--- config.mk ---
export PLATFORM = sky130hd
export DESIGN_NAME = wb_subsys_top
export DESIGN_NICKNAME = d
export VERILOG_FILES = /design/src/wb_pkg.sv /design/src/stage_if.sv /design/src/wb_subsys_top.sv /design/src/writeback_stage.sv /design/src/mem_data_stage.sv /design/src/scalar_exec.sv
export SDC_FILE = /design/constraint.sdc
export NUM_CORES = 2
export LEC_CHECK = 0
export BUFFER_PORTS_ARGS = -buffer_cell sky130_fd_sc_hd__buf_4
export CAP_MARGIN = 30
export CORE_MARGIN = 2
export CORE_UTILIZATION = 50
export CTS_BUF_LIST = sky130_fd_sc_hd__clkbuf_8
export CTS_CLUSTER_DIAMETER = 40
export DETAILED_ROUTE_END_ITERATION = 8
export HOLD_SLACK_MARGIN = 0.15
export PLACE_DENSITY = 0.69
export SETUP_SLACK_MARGIN = 0.1
export SYNTH_ARGS = -nofsm -noshare
export SYNTH_HDL_FRONTEND = slang
export SYNTH_SLANG_ARGS = --single-unit
--- constraint.sdc ---
create_clock -name clk -period 4.15 [get_ports clk]
set_clock_uncertainty 0.15 [all_clocks]
set_input_delay 0.2075 -clock clk [delete_from_list [all_inputs] [get_ports clk]]
set_output_delay 0.2075 -clock clk [all_outputs]
set_load 0.01 [all_outputs]
--- src/wb_pkg.sv ---
// Shared widths, types and encodings for the vector back end
// Lane count and line geometry are fixed here for every block

`default_nettype none

package wb_pkg;

	localparam int SCALAR_WIDTH = 32;
	localparam int VECTOR_LANES = 4;
	localparam int LINE_WORDS = VECTOR_LANES;
	localparam int LINE_BYTES = LINE_WORDS * 4;
	localparam int LINE_COUNT = 8;
	localparam int THREADS = 2;
	localparam int REGISTER_COUNT = 32;

	typedef logic [SCALAR_WIDTH-1:0] scalar_t;

	// Lane 0 sits in the least significant 32 bits
	typedef scalar_t [VECTOR_LANES-1:0] vector_t;

	typedef logic [VECTOR_LANES-1:0] lane_mask_t;
	typedef logic [$clog2(THREADS)-1:0] thread_idx_t;
	typedef logic [$clog2(REGISTER_COUNT)-1:0] register_idx_t;
	typedef logic [$clog2(VECTOR_LANES)-1:0] subcycle_t;
	typedef logic [$clog2(LINE_COUNT)-1:0] line_index_t;
	typedef logic [$clog2(LINE_BYTES)-1:0] byte_offset_t;

	localparam register_idx_t REG_PC = 5'd31;
	localparam scalar_t FAULT_VECTOR_PC = 32'd4;

	typedef enum logic [3:0]
	{
		OP_ADD,
		OP_SUB,
		OP_CMP_EQ,
		OP_CMP_LT,
		OP_BRANCH,
		OP_CALL,
		OP_LOAD_B,
		OP_LOAD_BX,
		OP_LOAD_S,
		OP_LOAD_SX,
		OP_LOAD_W,
		OP_LOAD_BLOCK,
		OP_LOAD_GATHER,
		OP_ILLEGAL
	} exec_op_t;

	typedef enum logic [1:0]
	{
		FR_NONE,
		FR_ILLEGAL_INSTRUCTION
	} fault_reason_t;

	typedef enum logic
	{
		PIPE_SCYCLE_ARITH,
		PIPE_MEM
	} pipeline_sel_t;

endpackage

`default_nettype wire
--- src/stage_if.sv ---
// Result buses from the two pipelines into the writeback stage

`timescale 1ns/1ps
`default_nettype none

interface exec_result_if import wb_pkg::*; ();
	logic valid;
	exec_op_t op;
	thread_idx_t thread;
	register_idx_t dest_reg;
	logic dest_is_vector;
	lane_mask_t mask;
	scalar_t pc;
	vector_t result;
	logic rollback_en;

	modport source(output valid, op, thread, dest_reg, dest_is_vector, mask, pc, result,
		rollback_en);
	modport sink(input valid, op, thread, dest_reg, dest_is_vector, mask, pc, result,
		rollback_en);
endinterface

interface mem_result_if import wb_pkg::*; ();
	logic valid;
	exec_op_t op;
	thread_idx_t thread;
	register_idx_t dest_reg;
	logic dest_is_vector;
	lane_mask_t mask;
	scalar_t pc;
	subcycle_t subcycle;
	byte_offset_t offset;
	vector_t line_data;
	logic miss;

	modport source(output valid, op, thread, dest_reg, dest_is_vector, mask, pc, subcycle,
		offset, line_data, miss);
	modport sink(input valid, op, thread, dest_reg, dest_is_vector, mask, pc, subcycle,
		offset, line_data, miss);
endinterface

`default_nettype wire

--- src/wb_subsys_top.sv ---
// Vector back end top level
// Arithmetic and memory pipelines side by side feeding one writeback stage

`timescale 1ns/1ps
`default_nettype none

module wb_subsys_top import wb_pkg::*;
(
	input wire logic clk,
	input wire logic reset,

	input wire logic issue_valid,
	input wire exec_op_t issue_op,
	input wire thread_idx_t issue_thread,
	input wire register_idx_t issue_dest_reg,
	input wire logic issue_dest_is_vector,
	input wire lane_mask_t issue_mask,
	input wire scalar_t issue_pc,
	input wire vector_t issue_src_a,
	input wire vector_t issue_src_b,
	input wire line_index_t issue_addr_line,
	input wire byte_offset_t issue_addr_offset,
	input wire subcycle_t issue_subcycle,

	input wire logic fill_en,
	input wire line_index_t fill_index,
	input wire vector_t fill_data,

	output logic writeback_en,
	output thread_idx_t writeback_thread,
	output logic writeback_is_vector,
	output vector_t writeback_value,
	output lane_mask_t writeback_mask,
	output register_idx_t writeback_reg,
	output logic rollback_en,
	output thread_idx_t rollback_thread,
	output scalar_t rollback_pc,
	output pipeline_sel_t rollback_pipeline,
	output logic fault,
	output fault_reason_t fault_reason,
	output scalar_t fault_address,
	output logic perf_instruction_retire
);

	exec_result_if sx_result();
	mem_result_if dd_result();

	scalar_exec u_scalar_exec(
		.clk(clk),
		.reset(reset),
		.issue_valid(issue_valid),
		.issue_op(issue_op),
		.issue_thread(issue_thread),
		.issue_dest_reg(issue_dest_reg),
		.issue_dest_is_vector(issue_dest_is_vector),
		.issue_mask(issue_mask),
		.issue_pc(issue_pc),
		.issue_src_a(issue_src_a),
		.issue_src_b(issue_src_b),
		.out(sx_result.source));

	mem_data_stage u_mem_data_stage(
		.clk(clk),
		.reset(reset),
		.issue_valid(issue_valid),
		.issue_op(issue_op),
		.issue_thread(issue_thread),
		.issue_dest_reg(issue_dest_reg),
		.issue_dest_is_vector(issue_dest_is_vector),
		.issue_mask(issue_mask),
		.issue_pc(issue_pc),
		.issue_addr_line(issue_addr_line),
		.issue_addr_offset(issue_addr_offset),
		.issue_subcycle(issue_subcycle),
		.fill_en(fill_en),
		.fill_index(fill_index),
		.fill_data(fill_data),
		.out(dd_result.source));

	writeback_stage u_writeback_stage(
		.clk(clk),
		.reset(reset),
		.sx(sx_result.sink),
		.dd(dd_result.sink),
		.writeback_en(writeback_en),
		.writeback_thread(writeback_thread),
		.writeback_is_vector(writeback_is_vector),
		.writeback_value(writeback_value),
		.writeback_mask(writeback_mask),
		.writeback_reg(writeback_reg),
		.rollback_en(rollback_en),
		.rollback_thread(rollback_thread),
		.rollback_pc(rollback_pc),
		.rollback_pipeline(rollback_pipeline),
		.fault(fault),
		.fault_reason(fault_reason),
		.fault_address(fault_address),
		.perf_instruction_retire(perf_instruction_retire));

endmodule

`default_nettype wire

--- src/writeback_stage.sv ---
// Writeback stage
// Load alignment, rollback and fault priority, registered register write port

`timescale 1ns/1ps
`default_nettype none

module writeback_stage import wb_pkg::*;
(
	input wire logic clk,
	input wire logic reset,
	exec_result_if.sink sx,
	mem_result_if.sink dd,

	output logic writeback_en,
	output thread_idx_t writeback_thread,
	output logic writeback_is_vector,
	output vector_t writeback_value,
	output lane_mask_t writeback_mask,
	output register_idx_t writeback_reg,

	output logic rollback_en,
	output thread_idx_t rollback_thread,
	output scalar_t rollback_pc,
	output pipeline_sel_t rollback_pipeline,

	output logic fault,
	output fault_reason_t fault_reason,
	output scalar_t fault_address,

	output logic perf_instruction_retire
);

	localparam int WORD_SEL_W = $clog2(LINE_WORDS);

	logic [WORD_SEL_W-1:0] word_sel;
	scalar_t load_word;
	logic [7:0] byte_aligned;
	logic [15:0] half_aligned;
	scalar_t aligned_value;
	vector_t swapped_line;
	lane_mask_t gather_mask;
	logic sx_illegal;
	logic sx_pc_write;
	logic dd_pc_write;
	logic wb_en_next;
	thread_idx_t wb_thread_next;
	logic wb_is_vector_next;
	vector_t wb_value_next;
	lane_mask_t wb_mask_next;
	register_idx_t wb_reg_next;

	function automatic scalar_t byte_swap(input scalar_t word);
		return {word[7:0], word[15:8], word[23:16], word[31:24]};
	endfunction

	// Word 0 of a line is the most significant one
	assign word_sel = WORD_SEL_W'(LINE_WORDS - 1) - dd.offset[$bits(byte_offset_t)-1:2];
	assign load_word = dd.line_data[word_sel];

	// Byte 0 is the top byte of the word
	always_comb
	begin
		case (dd.offset[1:0])
			2'd0: byte_aligned = load_word[31:24];
			2'd1: byte_aligned = load_word[23:16];
			2'd2: byte_aligned = load_word[15:8];
			default: byte_aligned = load_word[7:0];
		endcase
	end

	assign half_aligned = dd.offset[1] ? {load_word[7:0], load_word[15:8]}
		: {load_word[23:16], load_word[31:24]};

	always_comb
	begin
		case (dd.op)
			OP_LOAD_B: aligned_value = {24'b0, byte_aligned};
			OP_LOAD_BX: aligned_value = {{24{byte_aligned[7]}}, byte_aligned};
			OP_LOAD_S: aligned_value = {16'b0, half_aligned};
			OP_LOAD_SX: aligned_value = {{16{half_aligned[15]}}, half_aligned};
			default: aligned_value = byte_swap(load_word);
		endcase
	end

	// Lane k takes word LINE_WORDS-1-k, which is storage slot k
	always_comb
	begin
		for (int lane = 0; lane < VECTOR_LANES; lane++)
			swapped_line[lane] = byte_swap(dd.line_data[lane]);
	end

	assign gather_mask = dd.mask & (lane_mask_t'(1) << dd.subcycle);

	assign sx_illegal = sx.valid && sx.op == OP_ILLEGAL;
	assign sx_pc_write = sx.valid && (sx.op inside {OP_ADD, OP_SUB, OP_CMP_EQ, OP_CMP_LT})
		&& !sx.dest_is_vector && sx.dest_reg == REG_PC;
	assign dd_pc_write = dd.valid && !dd.miss && !dd.dest_is_vector && dd.dest_reg == REG_PC;

	assign perf_instruction_retire = sx.valid || dd.valid;

	// Only one pipeline retires per cycle, so one rollback source at a time
	always_comb
	begin
		rollback_en = 1'b0;
		rollback_thread = '0;
		rollback_pc = '0;
		rollback_pipeline = PIPE_SCYCLE_ARITH;
		fault = 1'b0;
		fault_reason = FR_NONE;
		fault_address = '0;

		if (sx_illegal)
		begin
			rollback_en = 1'b1;
			rollback_thread = sx.thread;
			rollback_pc = FAULT_VECTOR_PC;
			fault = 1'b1;
			fault_reason = FR_ILLEGAL_INSTRUCTION;
			fault_address = sx.pc;
		end
		else if (sx_pc_write)
		begin
			rollback_en = 1'b1;
			rollback_thread = sx.thread;
			rollback_pc = sx.result[0];
		end
		else if (dd_pc_write)
		begin
			rollback_en = 1'b1;
			rollback_thread = dd.thread;
			rollback_pc = aligned_value;
			rollback_pipeline = PIPE_MEM;
		end
		else if (sx.valid && sx.rollback_en)
		begin
			rollback_en = 1'b1;
			rollback_thread = sx.thread;
			rollback_pc = sx.result[0];
		end
		else if (dd.valid && dd.miss)
		begin
			// Replay the load once the line is present
			rollback_en = 1'b1;
			rollback_thread = dd.thread;
			rollback_pc = dd.pc;
			rollback_pipeline = PIPE_MEM;
		end
	end

	always_comb
	begin
		wb_en_next = 1'b0;
		wb_thread_next = sx.thread;
		wb_is_vector_next = sx.dest_is_vector;
		wb_value_next = sx.result;
		wb_mask_next = sx.mask;
		wb_reg_next = sx.dest_reg;

		if (sx.valid)
		begin
			// A call rolls back and still writes its link register
			wb_en_next = sx.op == OP_CALL || !rollback_en;
			if (sx.op == OP_CALL)
				wb_value_next = {VECTOR_LANES{sx.result[1]}};
		end
		else if (dd.valid)
		begin
			wb_en_next = !rollback_en;
			wb_thread_next = dd.thread;
			wb_is_vector_next = dd.dest_is_vector;
			wb_reg_next = dd.dest_reg;
			case (dd.op)
				OP_LOAD_BLOCK:
				begin
					wb_value_next = swapped_line;
					wb_mask_next = dd.mask;
				end

				OP_LOAD_GATHER:
				begin
					wb_value_next = {VECTOR_LANES{aligned_value}};
					wb_mask_next = gather_mask;
				end

				default:
				begin
					wb_value_next = {VECTOR_LANES{aligned_value}};
					wb_mask_next = '1;
				end
			endcase
		end
	end

	always_ff @(posedge clk, posedge reset)
	begin
		if (reset)
			writeback_en <= 1'b0;
		else
			writeback_en <= wb_en_next;
	end

	always_ff @(posedge clk)
	begin
		writeback_thread <= wb_thread_next;
		writeback_is_vector <= wb_is_vector_next;
		writeback_value <= wb_value_next;
		writeback_mask <= wb_mask_next;
		writeback_reg <= wb_reg_next;
	end

endmodule

`default_nettype wire

--- src/mem_data_stage.sv ---
// Memory data pipeline
// Small line store with per-line valid bits, one line read per load, misses flagged

`timescale 1ns/1ps
`default_nettype none

module mem_data_stage import wb_pkg::*;
(
	input wire logic clk,
	input wire logic reset,
	input wire logic issue_valid,
	input wire exec_op_t issue_op,
	input wire thread_idx_t issue_thread,
	input wire register_idx_t issue_dest_reg,
	input wire logic issue_dest_is_vector,
	input wire lane_mask_t issue_mask,
	input wire scalar_t issue_pc,
	input wire line_index_t issue_addr_line,
	input wire byte_offset_t issue_addr_offset,
	input wire subcycle_t issue_subcycle,
	input wire logic fill_en,
	input wire line_index_t fill_index,
	input wire vector_t fill_data,
	mem_result_if.source out
);

	vector_t line_store [LINE_COUNT];
	logic [LINE_COUNT-1:0] line_valid;
	logic accept;

	assign accept = issue_valid && (issue_op inside {OP_LOAD_B, OP_LOAD_BX, OP_LOAD_S,
		OP_LOAD_SX, OP_LOAD_W, OP_LOAD_BLOCK, OP_LOAD_GATHER});

	// Fill port
	always_ff @(posedge clk)
	begin
		if (fill_en)
			line_store[fill_index] <= fill_data;
	end

	// Lines start out invalid and become valid on their first fill
	always_ff @(posedge clk, posedge reset)
	begin
		if (reset)
			line_valid <= '0;
		else if (fill_en)
			line_valid[fill_index] <= 1'b1;
	end

	always_ff @(posedge clk, posedge reset)
	begin
		if (reset)
			out.valid <= 1'b0;
		else
			out.valid <= accept;
	end

	// A fill in the same cycle as a load is not seen by that load
	always_ff @(posedge clk)
	begin
		if (accept)
		begin
			out.op <= issue_op;
			out.thread <= issue_thread;
			out.dest_reg <= issue_dest_reg;
			out.dest_is_vector <= issue_dest_is_vector;
			out.mask <= issue_mask;
			out.pc <= issue_pc;
			out.subcycle <= issue_subcycle;
			out.offset <= issue_addr_offset;
			out.line_data <= line_store[issue_addr_line];
			out.miss <= !line_valid[issue_addr_line];
		end
	end

endmodule

`default_nettype wire

--- src/scalar_exec.sv ---
// Single-cycle arithmetic pipeline
// Lane add and subtract, vector compares, branch targets and call links

`timescale 1ns/1ps
`default_nettype none

module scalar_exec import wb_pkg::*;
(
	input wire logic clk,
	input wire logic reset,
	input wire logic issue_valid,
	input wire exec_op_t issue_op,
	input wire thread_idx_t issue_thread,
	input wire register_idx_t issue_dest_reg,
	input wire logic issue_dest_is_vector,
	input wire lane_mask_t issue_mask,
	input wire scalar_t issue_pc,
	input wire vector_t issue_src_a,
	input wire vector_t issue_src_b,
	exec_result_if.source out
);

	logic accept;
	vector_t result_next;
	lane_mask_t cmp_eq;
	lane_mask_t cmp_lt;

	// Loads belong to the memory pipeline
	assign accept = issue_valid && (issue_op inside {OP_ADD, OP_SUB, OP_CMP_EQ, OP_CMP_LT,
		OP_BRANCH, OP_CALL, OP_ILLEGAL});

	always_comb
	begin
		for (int lane = 0; lane < VECTOR_LANES; lane++)
		begin
			cmp_eq[lane] = issue_src_a[lane] == issue_src_b[lane];
			// Signed less-than
			cmp_lt[lane] = $signed(issue_src_a[lane]) < $signed(issue_src_b[lane]);
		end
	end

	always_comb
	begin
		result_next = '0;
		case (issue_op)
			OP_ADD:
			begin
				for (int lane = 0; lane < VECTOR_LANES; lane++)
					result_next[lane] = issue_src_a[lane] + issue_src_b[lane];
			end

			OP_SUB:
			begin
				for (int lane = 0; lane < VECTOR_LANES; lane++)
					result_next[lane] = issue_src_a[lane] - issue_src_b[lane];
			end

			// One flag per lane, packed into lane 0
			OP_CMP_EQ: result_next[0] = scalar_t'(cmp_eq);
			OP_CMP_LT: result_next[0] = scalar_t'(cmp_lt);

			OP_BRANCH: result_next[0] = issue_src_b[0];

			OP_CALL:
			begin
				result_next[0] = issue_src_b[0];
				result_next[1] = issue_pc + 32'd4;
			end

			default: result_next = '0;
		endcase
	end

	always_ff @(posedge clk, posedge reset)
	begin
		if (reset)
			out.valid <= 1'b0;
		else
			out.valid <= accept;
	end

	always_ff @(posedge clk)
	begin
		if (accept)
		begin
			out.op <= issue_op;
			out.thread <= issue_thread;
			out.dest_reg <= issue_dest_reg;
			out.dest_is_vector <= issue_dest_is_vector;
			out.mask <= issue_mask;
			out.pc <= issue_pc;
			out.result <= result_next;
			out.rollback_en <= issue_op == OP_BRANCH || issue_op == OP_CALL;
		end
	end

endmodule

`default_nettype wire

==> results.yml <==
status:
  status: "finished, final reports clean"
layout:
  final_area_sq_um: 95300
  layout-area-overhead-vs-synth_pct: 29.0
  nNetsFinal: 7833
  final_cells: 9248
  largest_register_ffs: 1024
  largest-register: "u_mem_data_stage.line_store"
  final_layout_size_suffix_gt1_frac: 0.243
place:
  io_buffers: 656
  hpwl_um: 190000
  dpl.cell_count: 7973
  gp_congestion: 1.03
  place_area_sq_um: 81700
  place_ws_ns: 0.257
global_routing:
  gr-usage-met2: 0.533
  overflow: 0
  grt_pass1_wl_um: 385000
  grt_max_degree: 130
  grt_util_met1: 0.460
  grt_use_total: 0.353
  use_met3: 0.107
  grt_pass1_vias: 55300
  antenna_found_initial: 27
  grt-busiest-layer: "met2"
timing:
  fmax_mhz: 241
  rsz0062_at_grt: "yes"
  hold_viol: 0
  setup_viol: 0
  fin_crit_sh: 0.999
  period_minus_slack_ns: 4.15
  drv_slew: 0
  max_slew_margin: 0.214
  worst_pin_slew_ns: 1.17
  setup_ws_ns: 0.00441
  totalNegativeSetupSlack_ns: 0
setup_path:
  reg2reg_from: "u_mem_data_stage.out.offset[2]"
  cp_num_buf_inv: 6
  worstPathMaxFanout: 6
  crit_end: "rollback_pc[7]"
  ff2ff_setup_slack_ns: 0.62
  crit_chain: "buf_6, buf_6, mux4_2, mux2i_4, a211oi_2, buf_4, buf_4, buf_4, a221o_1, nand2_1, a221oi_2, buf_4"
  reg2reg_to: "u_writeback_stage.writeback_value[7]"
  critPathLaunchType: "flop"
  critPathTopFamily: "buffers and inverters"
  worst_path_most_repeated_cell: "buf_4"
  rr_worst_depth: 14
  cp_data_required_time_ns: 3.79
  path_depth: 12
  crit_start: "u_mem_data_stage.out.offset[2]"
  worstSetupPathType: "flop to primary output"
  end_kind: "primary output"
  cpPeakStageDelay_ns: 0.39
  cpMaxStageDelayCell: "a221oi_2"
  arrival_ns: 3.79
synth:
  yosysUniqueCellTypes: 86
  synth_top_area_frac: 0.561
  syn-mean-instance-area_sq_um: 13.3
  synthTopCellsByArea: "edfxtp_1 (56%), mux4_2 (8.8%), ha_1 (4.3%)"
  syn_nets: 6272
  seq_area_frac_synth: 0.603
  syn_inst: 5564
  yosys.area.top_type: "edfxtp_1"
  synth_edf_count: 1382
  synthFlopType: "edfxtp_1"
  ys_seq_elements: 1532
  ys_warn_count: 0
  netlist_area_sq_um: 73900
  ys_async_sr_fraction: 0.00718
power_and_ir_drop:
  ir_drop_uv: 400
  p_clk_frac: 0.337
  p_int_w: 0.0276
  seqPwrFrac: 0.480
  p_per_area_nw_per_um2: 400
  p_comb_frac: 0.183
  power_w: 0.0382
  swShare: 0.278
  p_sw_w: 0.0106
  p_leak_nw: 35.9
hold_path:
  min_path_type: "input port to flop"
  holdPathStages: 7
die:
  die_x_um: 388
  start_util: 0.502
  core.rowCount: 141
  die_h_um: 388
  dieArea_sq_um: 151000
  core_sq_um: 147000
  io_pins: 658
route:
  ant_nets: 0
  drc: 0
  first_iter_violations: 7257
  routedWlPerCell_um: 29.7
  totalWireLength_um: 274000
  via_per_inst: 6.22
  num_vias: 57500
  first_pass_iters: 9
flow_run:
  max_cap_viol_count: 0
clock_network:
  clockRootBuffer: "clkbuf_8"
  cts_tree: "built"
  cts.sinks: 1532
  insertion_delay_ns: 1.01
  cts_buffer_depth: 4
  cts_buffers: 274
  path_clk_slew_ns: 0.07
  h-tree-depth: 5
==> power by group through the flow <==
stage / registers (W) / clock network, W / logic [W]
finish: 0.0183 / 0.0129 / 0.00698
global route: 0.0183 / 0.0137 / 0.00728
CTS: 0.0183 / 0.0130 / 0.00666
detailed placement: 0.0186 / 0 / 0.00572
global placement: 0.0185 / 0 / 0.00570
floorplan: 0.0183 / 0 / 0.00301
==> worst min-delay path by stage <==
stage / startpoint / to / slack [ns]
final: issue_src_b[122] / u_scalar_exec.out.result[126] / 0.20
after global placement: reset / u_writeback_stage.writeback_en / 0.10
after detailed placement: reset / u_writeback_stage.writeback_en / 0.13
after CTS: issue_pc[11] / u_scalar_exec.out.result[43] / 0.15
after global routing: issue_src_b[7] / u_scalar_exec.out.result[7] / 0.19
after floorplan: reset / u_mem_data_stage.line_valid[0] / -0.09
==> synth_stat cells, types with 54 or more instances <==
master	number
a211oi_1	62
a21o_1	61
a21oi_1	313
a31oi_1	58
and2_1	54
clkbuf_1	261
dfxtp_1	139
edfxtp_1	1382
ha_1	253
inv_1	259
mux2_2	132
mux4_2	290
nand2_1	385
nand3_1	72
nor2_1	416
nor2b_1	95
nor3_1	130
o21ai_0	311
xnor2_1	83
==> through the flow <==
step,utilization,hold WS [ns]
2_1_floorplan,-,-0.0901
3_3_place_gp,0.554,0.103
3_5_place_dp,0.554,0.125
4_1_cts,0.642,0.153
5_1_grt,0.647,0.195
6_report,0.647,0.204
==> cell type report <==
cell class,count,area (sq um)
antenna,19,47.5
timing repair buffer,1601,14400
fill,10800,52000
tap,1930,2410
sequential,1532,44600
clock buffer,290,3990
clock inverter,160,883
multi-input combinational,3453,28000
inverter,263,991
==> metal layers <==
| metal | up-vias | share of wire |
|---|---|---|
| met1 | 28600 | 0.38 |
| met2 | 3797 | 0.44 |
| met5 | - | 0.0010 |
| met4 | 16 | 0.062 |
| met3 | 716 | 0.12 |
| li1 | 24400 | - |
==> logic make-up (layout without fill, tap and decap cells) <==
group,Yosys count,after routing,synth area share
adders and majority gates,261,261,0.0450
buffers and inverters,579,2314,0.0296
DFF,1532,1532,0.603
and+or+nand+nor,1382,1382,0.0876
muxes,447,447,0.112
AOI/OAI and AO/OA,1238,1238,0.108
other,1,20,0.0000507
xor gates and xnor gates,124,124,0.0147
==> cells in the final DEF, fill, tap and decap left out, types with 56 or more instances in the layout <==
cell type	instances
edfxtp_1	1382
buf_4	787
dlygate4sd3_1	759
nor2_1	387
nand2_1	380
inv_1	347
a21oi_1	296
mux4_2	290
clkbuf_8	290
o21ai_0	272
ha_1	244
dfxtp_1	139
mux2_2	132
nor3_1	121
nor2b_1	93
xnor2_1	83
nand3_1	71
a21o_1	61
a31oi_1	56
==> worst register-to-register path: stages, from the launching register on <==
cell and delay, ns:
edfxtp_1 0.34, buf_6 0.15, mux4_2 0.54, nor2b_4 0.15, a211oi_2 0.21, a211oi_2 0.10
buf_4 0.17, buf_4 0.15, buf_4 0.14, a221o_1 0.33, nand2b_1 0.28, o211ai_1 0.30
o21ai_0 0.18, nor2_1 0.12, a21oi_1 0.08
==> timing repair <==
item	CTS	global route
cloned	1	0
setup endpoints to repair	31	51
setup buffers	21	24
resized for setup	72	143
hold buffers	760	0
pin swaps	13	31
endpoints found under the hold margin	2708	0
Note: power is estimated with default switching activity, not from simulation.
